File: src/hdl/prbs_macros.svh
`ifndef PRBS_MACROS_SVH
`define PRBS_MACROS_SVH

// parallel lanes in the bank, one word bit each
`define PRBS_LANES 32

// LFSR state width, also the checker history depth
`define PRBS_WIDTH 32

// default tap mask, bit k set taps state bit k
// taps on bits 30 and 2, an even tap count
`define PRBS_EQN 32'h4000_0004

// saturating error counter width
`define PRBS_CNT_W 16

`endif

File: src/hdl/prbs_pkg.sv
`include "prbs_macros.svh"

package prbs_pkg;

    // one pipeline word, valid tag plus one bit per lane
    typedef struct packed {
        logic                   valid; // word carries data this cycle
        logic [`PRBS_LANES-1:0] data;  // lane i drives bit i
    } prbs_word_t;

    // impairment controls for the tx path
    typedef struct packed {
        logic                           invert;   // complement every valid word
        logic                           inj_err;  // one cycle pulse, flip one lane bit
        logic [$clog2(`PRBS_LANES)-1:0] inj_lane; // lane hit by inj_err
    } prbs_impair_t;

    // checker result seen at the top level
    typedef struct packed {
        logic                   locked;    // all lane histories full
        logic                   err_flag;  // some lane mismatched last valid word
        logic [`PRBS_CNT_W-1:0] err_count; // total mismatches, sticks at max
    } chk_status_t;

    // per lane seeds, lane 0 first
    parameter logic [`PRBS_WIDTH-1:0] lane_seeds [`PRBS_LANES] = '{
        32'h39406d25, 32'h1fa44802, 32'h5bda4b69, 32'h25fdb240,
        32'h397bbecb, 32'h4dbfed92, 32'h2ccb4df6, 32'h126dff6d,
        32'h562c834d, 32'h3726ddbf, 32'h37db2092, 32'h4b6dbfff,
        32'h3a827964, 32'h1b4949b6, 32'h5924d249, 32'h2492db6d,
        32'h3c214412, 32'h4ed01b49, 32'h2fe99200, 32'h16f692db,
        32'h55afad92, 32'h36ff6db6, 32'h322dff6d, 32'h49b6db6d,
        32'h3832edff, 32'h1d9b0092, 32'h5f6dffff, 32'h2db64924,
        32'h2b0949b6, 32'h6d249249, 32'h6492db6d, 32'h92492493
    };

endpackage

File: src/hdl/prbs_lfsr.sv
`include "prbs_macros.svh"

module prbs_lfsr #(
    parameter int                n_prbs = 32,        // state width
    parameter logic [n_prbs-1:0] eqn    = `PRBS_EQN  // tap mask
) (
    input  logic              clk,
    input  logic              arst_n,
    input  logic              cke,      // global clock enable
    input  logic              stall,    // hold state while high
    input  logic              load,     // reload state from init_val
    input  logic [n_prbs-1:0] init_val, // lane seed
    output logic              bit_out   // feedback of the last step
);

    logic [n_prbs-1:0] state_q;  // shift register with bit 0 newest
    logic              fb;       // next output bit
    logic              step;     // advance this cycle

    // parity of the tapped state bits
    assign fb   = ^(state_q & eqn);
    assign step = cke & ~stall;

    // state comes out of reset holding the seed
    always_ff @(posedge clk or negedge arst_n) begin
        if (!arst_n) begin
            state_q <= init_val;
        end else if (load) begin
            state_q <= init_val;                     // restart from the seed
        end else if (step) begin
            state_q <= {state_q[n_prbs-2:0], fb};    // shift left and feed bit 0
        end
    end

    // output bit registered alongside the step
    always_ff @(posedge clk) begin
        if (!load && step) begin
            bit_out <= fb;  // same value that enters bit 0
        end
    end

endmodule

File: src/hdl/prbs_lane_bank.sv
`include "prbs_macros.svh"

module prbs_lane_bank import prbs_pkg::*; (
    input  logic       clk,
    input  logic       arst_n,
    input  logic       cke,      // step enable
    input  logic       stall,    // freeze all lanes
    input  logic       load,     // reseed all lanes
    output prbs_word_t gen_word  // one bit per lane plus valid
);

    logic [`PRBS_LANES-1:0] lane_bits;  // registered lane outputs
    logic                   valid_q;    // high after a stepping edge

    // one LFSR per lane, common taps, own seed
    for (genvar i = 0; i < `PRBS_LANES; i++) begin : g_lane
        prbs_lfsr #(
            .n_prbs (`PRBS_WIDTH),
            .eqn    (`PRBS_EQN)
        ) u_lfsr (
            .clk      (clk),
            .arst_n   (arst_n),
            .cke      (cke),
            .stall    (stall),
            .load     (load),
            .init_val (lane_seeds[i]),
            .bit_out  (lane_bits[i])
        );
    end

    // valid follows the same enable as the lane step
    always_ff @(posedge clk or negedge arst_n) begin
        if (!arst_n) begin
            valid_q <= 1'b0;
        end else begin
            valid_q <= cke & ~stall & ~load;  // load cycle makes no word
        end
    end

    // pack the word for the next stage
    always_comb begin
        gen_word.valid = valid_q;
        gen_word.data  = lane_bits;
    end

endmodule

File: src/hdl/prbs_err_inject.sv
`include "prbs_macros.svh"

module prbs_err_inject import prbs_pkg::*; (
    input  logic         clk,
    input  logic         arst_n,
    input  prbs_word_t   gen_word,  // from the lane bank
    input  prbs_impair_t impair,    // invert level and inject pulse
    output prbs_word_t   tx_word    // impaired word, one cycle later
);

    logic [`PRBS_LANES-1:0] inj_mask;  // one hot on an inject pulse
    logic [`PRBS_LANES-1:0] flip_mask; // all bits to toggle
    logic                   valid_q;
    logic [`PRBS_LANES-1:0] data_q;

    always_comb begin
        inj_mask = '0;
        if (impair.inj_err) begin
            inj_mask[impair.inj_lane] = 1'b1;  // single lane hit
        end
        // inversion and injection stack, an injected bit on an
        // inverted word ends up uninverted
        flip_mask = {`PRBS_LANES{impair.invert}} ^ inj_mask;
    end

    always_ff @(posedge clk or negedge arst_n) begin
        if (!arst_n) begin
            valid_q <= 1'b0;
        end else begin
            valid_q <= gen_word.valid;  // valid passes straight through
        end
    end

    always_ff @(posedge clk) begin
        if (gen_word.valid) begin
            data_q <= gen_word.data ^ flip_mask;  // impair valid words only
        end else begin
            data_q <= gen_word.data;
        end
    end

    always_comb begin
        tx_word.valid = valid_q;
        tx_word.data  = data_q;
    end

endmodule

File: src/hdl/prbs_lane_checker.sv
`include "prbs_macros.svh"

module prbs_lane_checker #(
    parameter logic [`PRBS_WIDTH-1:0] eqn = `PRBS_EQN  // must match the generator
) (
    input  logic clk,
    input  logic arst_n,
    input  logic load,      // drop lock and refill history
    input  logic rx_valid,  // rx_bit is live
    input  logic rx_bit,    // received lane bit
    output logic locked,    // history full, predictions trusted
    output logic mismatch   // this bit differs from the prediction
);

    localparam int FILL_W = $clog2(`PRBS_WIDTH) + 1;  // counts 0 to width

    logic [`PRBS_WIDTH-1:0] hist_q;  // last received bits, bit 0 newest
    logic [FILL_W-1:0]      fill_q;  // bits taken since load
    logic                   pred;    // expected next bit

    assign locked = (fill_q == FILL_W'(`PRBS_WIDTH));
    assign pred   = ^(hist_q & eqn);  // same recurrence as the LFSR

    // only compare once the history is self-synchronised
    assign mismatch = rx_valid & locked & ~load & (rx_bit ^ pred);

    always_ff @(posedge clk or negedge arst_n) begin
        if (!arst_n) begin
            hist_q <= '0;
            fill_q <= '0;
        end else if (load) begin
            hist_q <= '0;
            fill_q <= '0;  // relock from scratch
        end else if (rx_valid) begin
            // the received bit goes in even when wrong, so an error
            // is seen again as it passes each tap
            hist_q <= {hist_q[`PRBS_WIDTH-2:0], rx_bit};
            if (!locked) begin
                fill_q <= fill_q + 1'b1;  // stops at full
            end
        end
    end

endmodule

File: src/hdl/prbs_checker_bank.sv
`include "prbs_macros.svh"

module prbs_checker_bank import prbs_pkg::*; (
    input  logic        clk,
    input  logic        arst_n,
    input  logic        load,     // restart all lane checkers
    input  logic        clear,    // zero the error count only
    input  prbs_word_t  tx_word,  // received word
    output chk_status_t status    // lock, flag and count
);

    logic [`PRBS_LANES-1:0] lane_lock;  // per lane lock
    logic [`PRBS_LANES-1:0] lane_mis;   // per lane mismatch this cycle
    logic [`PRBS_CNT_W:0]   n_mis;      // lanes in error, one spare bit
    logic [`PRBS_CNT_W:0]   cnt_sum;    // count plus new errors
    logic [`PRBS_CNT_W-1:0] cnt_next;   // saturated sum
    logic [`PRBS_CNT_W-1:0] cnt_q;
    logic                   flag_q;

    for (genvar i = 0; i < `PRBS_LANES; i++) begin : g_chk
        prbs_lane_checker #(
            .eqn (`PRBS_EQN)
        ) u_chk (
            .clk      (clk),
            .arst_n   (arst_n),
            .load     (load),
            .rx_valid (tx_word.valid),
            .rx_bit   (tx_word.data[i]),
            .locked   (lane_lock[i]),
            .mismatch (lane_mis[i])
        );
    end

    // population count of failing lanes
    always_comb begin
        n_mis = '0;
        for (int i = 0; i < `PRBS_LANES; i++) begin
            n_mis = n_mis + {{`PRBS_CNT_W{1'b0}}, lane_mis[i]};
        end
        cnt_sum  = {1'b0, cnt_q} + n_mis;
        // carry out means the count overflowed, hold at all ones
        cnt_next = cnt_sum[`PRBS_CNT_W] ? '1 : cnt_sum[`PRBS_CNT_W-1:0];
    end

    always_ff @(posedge clk or negedge arst_n) begin
        if (!arst_n) begin
            flag_q <= 1'b0;
            cnt_q  <= '0;
        end else if (load) begin
            flag_q <= 1'b0;
            cnt_q  <= '0;
        end else begin
            flag_q <= |lane_mis;     // any lane wrong
            if (clear) begin
                cnt_q <= '0;         // clear beats a same cycle error
            end else begin
                cnt_q <= cnt_next;
            end
        end
    end

    always_comb begin
        status.locked    = &lane_lock;  // every lane must be locked
        status.err_flag  = flag_q;
        status.err_count = cnt_q;
    end

endmodule

File: src/hdl/prbs_top.sv
module prbs_top import prbs_pkg::*; (
    input  logic         clk,
    input  logic         arst_n,
    input  logic         cke,      // generator step enable
    input  logic         stall,    // throttle, makes valid gaps
    input  logic         load,     // reseed and drop lock
    input  logic         clear,    // zero err_count
    input  prbs_impair_t impair,   // invert and inject controls
    output prbs_word_t   tx_word,  // impaired word on the wire
    output chk_status_t  status    // checker result
);

    prbs_word_t gen_word;  // raw lane bank output

    // stage 1, 32 seeded lanes
    prbs_lane_bank u_bank (
        .clk      (clk),
        .arst_n   (arst_n),
        .cke      (cke),
        .stall    (stall),
        .load     (load),
        .gen_word (gen_word)
    );

    // stage 2, register plus impairments
    prbs_err_inject u_inject (
        .clk      (clk),
        .arst_n   (arst_n),
        .gen_word (gen_word),
        .impair   (impair),
        .tx_word  (tx_word)
    );

    // stage 3, self-synchronising checkers on the tx word
    prbs_checker_bank u_check (
        .clk     (clk),
        .arst_n  (arst_n),
        .load    (load),
        .clear   (clear),
        .tx_word (tx_word),
        .status  (status)
    );

endmodule

File: config.mk
export PLATFORM = sky130hd
export DESIGN_NAME = prbs_top
export DESIGN_NICKNAME = d
export VERILOG_FILES = /design/src/hdl/prbs_pkg.sv /design/src/hdl/prbs_lfsr.sv /design/src/hdl/prbs_lane_bank.sv /design/src/hdl/prbs_err_inject.sv /design/src/hdl/prbs_lane_checker.sv /design/src/hdl/prbs_checker_bank.sv /design/src/hdl/prbs_top.sv
export VERILOG_INCLUDE_DIRS = /design/src /design/src/hdl
export SDC_FILE = /design/constraint.sdc
export NUM_CORES = 2
export LEC_CHECK = 0
export BUFFER_PORTS_ARGS = -buffer_cell sky130_fd_sc_hd__buf_2
export CAP_MARGIN = 10
export CELL_PAD_IN_SITES_DETAIL_PLACEMENT = 1
export CELL_PAD_IN_SITES_GLOBAL_PLACEMENT = 2
export CORE_ASPECT_RATIO = 1.4
export CORE_MARGIN = 2
export CORE_UTILIZATION = 41
export DETAILED_ROUTE_END_ITERATION = 8
export PLACE_DENSITY_LB_ADDON = 0.1
export SLEW_MARGIN = 20
export SYNTH_ARGS = -nofsm -noshare
export SYNTH_HDL_FRONTEND = slang
export SYNTH_SLANG_ARGS = --single-unit
File: constraint.sdc
create_clock -name clk -period 5.55 [get_ports clk]
set_input_delay 1.11 -clock clk [delete_from_list [all_inputs] [get_ports clk]]
set_output_delay 1.11 -clock clk [all_outputs]
set_load 0.01 [all_outputs]
==> metrics.txt <==
outcome=finished with violations; failing checks=setup timing; sequential cell area=57,200 um2; Post-synth ARST share=0.972; Total GRT Usage=0.171; final hold viol count=0; synth warn=0; CTS Root Buffer Type=clkbuf_16; # clock sinks=2,259; reg2reg start=u_check.g_chk[1].u_chk.hist_q[2]$_DFFE_PN0P_; Via Count=53.6k; Die X=401 um; PwrDens=338 nW/um2; f_max=163 MHz; row count=204; Detailed Route WL=190,000 um; Clk pwr share=0.452; synthesized instance count=7,042; relative slew slack=0.292; skew final=78.7 ps; Synth cell types=62; post-placement cell area=95,000 um2; Lkg Pwr=44.7 nW; Worst VDD drop=285 uV; Final Cell Area=103,000 um2; fraction of layout cells with a size suffix above 1=0.181; Startpoint Class=flop; TritonCTS clock tree=built; crit end category=flop; NetSw=0.00785 W; Worst Path Required=6230 ps; Sw Share=0.226; critical path class=flop to flop; CTS clk-pin slew, worst paths=60 ps; clk buf depth=4; reg-to-reg endpoint=u_check.cnt_q[7]$_DFF_PN0_; drt drc=0; Vias/cell=5.25; P&R area growth vs syn=13.9%; Crit Path Max Fanout=4; floorplan core area=220,000 um2; initial antenna violation count=15; Initial Utilization=0.411; Maximum Capacitance Violations=0; GRT overflow=0; max-slew violation count=0; Worst Hold Class=primary input to async pin; port bufs=63; H-tree levels=4; fin crit share=1.10; Num CTS Buffers=230; global-route wire length before repair=321,000 um; final setup fails=16; 1st-pass router iterations=5; top-level port count=64; final total power=0.0348 W; non-filler instance count after layout=10.2k; Primary FF master, synth=dfrtp_1; Post-Synthesis Cell Area=90,500 um2; chip height=560 um; Layout Nets=7,262; WL/cell=18.6 um; footprint of the multi-input gates=30,800 um2; Logic pwr share=0.051; Final GP Congestion=0.760; number of flops mapped to enable cells by yosys=32; min cycle time layout=6130 ps; Hold Slack=315 ps; pin count of the biggest net entering global routing=197; final worst slack=-576 ps; FF+latch count, synth=2,259; reg2reg setup slack=-580 ps; Synth Area per Inst=12.8 um2; Initial DRC Count=2,715; Internal Power=0.0269 W; Post-CTS Hold Buffers=0; CP arrival=6810 ps; DP Wirelength=113,000 um; FF-to-FF path depth=22; setup TNS=-8240 ps; share of power burned in registers=0.497; Final ANT Viol Nets=0; dpl cells=9,777; Post-Syn Nets=7,169; RSZ-0062 raised after global routing=true; filler cell count=22.3k; number of global-route vias before repair=59.1k; sequential area share after synthesis=0.632; total die area=224,000 um2; Worst-Skew Late Latency=880 ps; Worst Max-Slew Pin Slew=1060 ps
-- timing repair --
action | 4_1_cts | 5_1_grt
buffers inserted | 4 | 4
pin swaps | 8 | 12
resized for setup | 21 | 12
endpoints found under the hold margin | 0 | 0
endpoints found under the setup margin | 16 | 16
-- power by group through the flow --
stage / clock [W] / combinational, W / sequential [W]
4_1_cts: 0.0164 / 0.00183 / 0.0173
3_3_place_gp: 0 / 0.00179 / 0.0176
2_1_floorplan: 0 / 0.00107 / 0.0175
5_1_grt: 0.0170 / 0.00198 / 0.0173
6_report: 0.0157 / 0.00177 / 0.0173
3_5_place_dp: 0 / 0.00182 / 0.0176
-- kinds of logic (layout without fill, tap and decap cells) --
| logic type | Yosys count | count (layout) | synth area share |
|---|---|---|---|
| buf+inv | 625 | 911 | 0.0297 |
| simple gates | 1643 | 1643 | 0.0755 |
| fa+ha+maj | 114 | 114 | 0.0178 |
| flops | 2259 | 2259 | 0.632 |
| compound gates | 1108 | 1108 | 0.104 |
| mux | 1000 | 1000 | 0.111 |
| other cells | 0 | 2 | 0 |
| xor+xnor | 293 | 293 | 0.0307 |
-- per-layer routing --
layer	global-route usage	vias up	wire [um]
li1	-	24747	-
met2	0.284	440	91000
met4	0.0402	10	3900
met5	0	-	58
met3	0.0312	279	6930
met1	0.232	28156	88100
-- stage by stage --
step / worst slack (ps) / util
6_report: -576 / 0.468
5_1_grt: -778 / 0.468
4_1_cts: -626 / 0.468
3_5_place_dp: -1210 / 0.432
3_3_place_gp: -1200 / 0.432
2_1_floorplan: -887 / -
-- flip-flops by register name, summed over array words and instances, names as in the netlist --
name,cells
u_inject.data_q,32
u_check.g_chk.u_chk.fill_q,192
u_bank.valid_q,1
u_bank.g_lane.u_lfsr.bit_out,32
u_bank.g_lane.u_lfsr.state_q,992
u_check.flag_q,1
u_check.cnt_q,16
u_check.g_chk.u_chk.hist_q,992
u_inject.valid_q,1
-- worst max-delay path by stage --
| stage | start | end | slack, ps | cells after the start |
|---|---|---|---|---|
| after detailed placement | load | u_check.cnt_q[15]$_DFF_PN0_ | -1210 | 20 |
| after global placement | load | u_check.cnt_q[15]$_DFF_PN0_ | -1200 | 20 |
| final | u_check.g_chk[1].u_chk.hist_q[2]$_DFFE_PN0P_ | u_check.cnt_q[7]$_DFF_PN0_ | -580 | 22 |
| after floorplan | load | u_check.cnt_q[9]$_DFF_PN0_ | -890 | 22 |
| after CTS | u_check.g_chk[0].u_chk.fill_q[0]$_DFFE_PN0P_ | u_check.cnt_q[7]$_DFF_PN0_ | -630 | 22 |
| after global routing | u_check.g_chk[0].u_chk.fill_q[0]$_DFFE_PN0P_ | u_check.cnt_q[11]$_DFF_PN0_ | -780 | 25 |
-- Yosys cell counts, types with 62 or more instances --
library cell	count	area (um2)
xnor2_1	116	1020
nand3_1	75	375
a22o_1	462	4050
dfstp_2	530	13900
mux2i_1	1000	10000
inv_1	99	372
clkbuf_1	294	1100
nand2_1	142	533
o22a_1	530	4640
ha_1	89	1110
buf_2	165	826
nor2_1	1221	4580
nand4_1	62	388
a21oi_1	62	310
dfrtp_1	1665	41700
xor2_1	162	1420
-- critical path, cell delays in order, from the launching register on --
cell and delay (ps):
dfrtp_1 400, xor2_2 190, xnor2_2 180, or3_4 410, inv_2 70, ha_4 190, fa_1 490, inv_2 40
fa_1 480, fa_1 580, fa_1 450, fa_1 510, inv_1 50, fa_2 440, ha_4 180, fa_2 340
a21o_1 180, nand2_2 90, a21boi_4 70, o211ai_1 220, buf_4 160, and4_1 190, a211oi_2 40
-- final cells by class --
| class | instances | share of cell area |
|---|---|---|
| Sequential cell | 2259 | 0.555 |
| Multi-Input combinational cell | 4158 | 0.299 |
| Clock buffer | 354 | 0.0669 |
| Tap cell | 2884 | 0.0350 |
| Timing Repair Buffer | 386 | 0.0320 |
| Clock inverter | 71 | 0.00820 |
| Inverter | 100 | 0.00372 |
| Antenna cell | 2 | 0.0000486 |
-- placed cells by master, fill, tap and decap left out, types with 6 or more instances in the layout --
cell type	n
nor2_1	1220
or3_1	25
nand4_1	62
xor2_1	160
o22a_1	530
fa_1	23
nand2_1	140
a22o_1	462
dfrtp_1	1664
clkbuf_8	59
buf_12	39
xor3_1	6
nor4_1	9
o21ai_0	23
bufinv_16	16
mux2i_1	1000
buf_2	61
clkinv_2	40
clkbuf_1	61
ha_1	86
nand3_1	75
and4_1	6
dfstp_2	530
buf_4	279
clkbuf_16	234
edfxtp_1	32
xnor2_1	115
nor4b_1	8
a21oi_1	60
dfxtp_1	32
nor3_1	25
inv_1	96
xnor3_1	8
and3_1	28
Note: power is estimated with default switching activity, not from simulation.
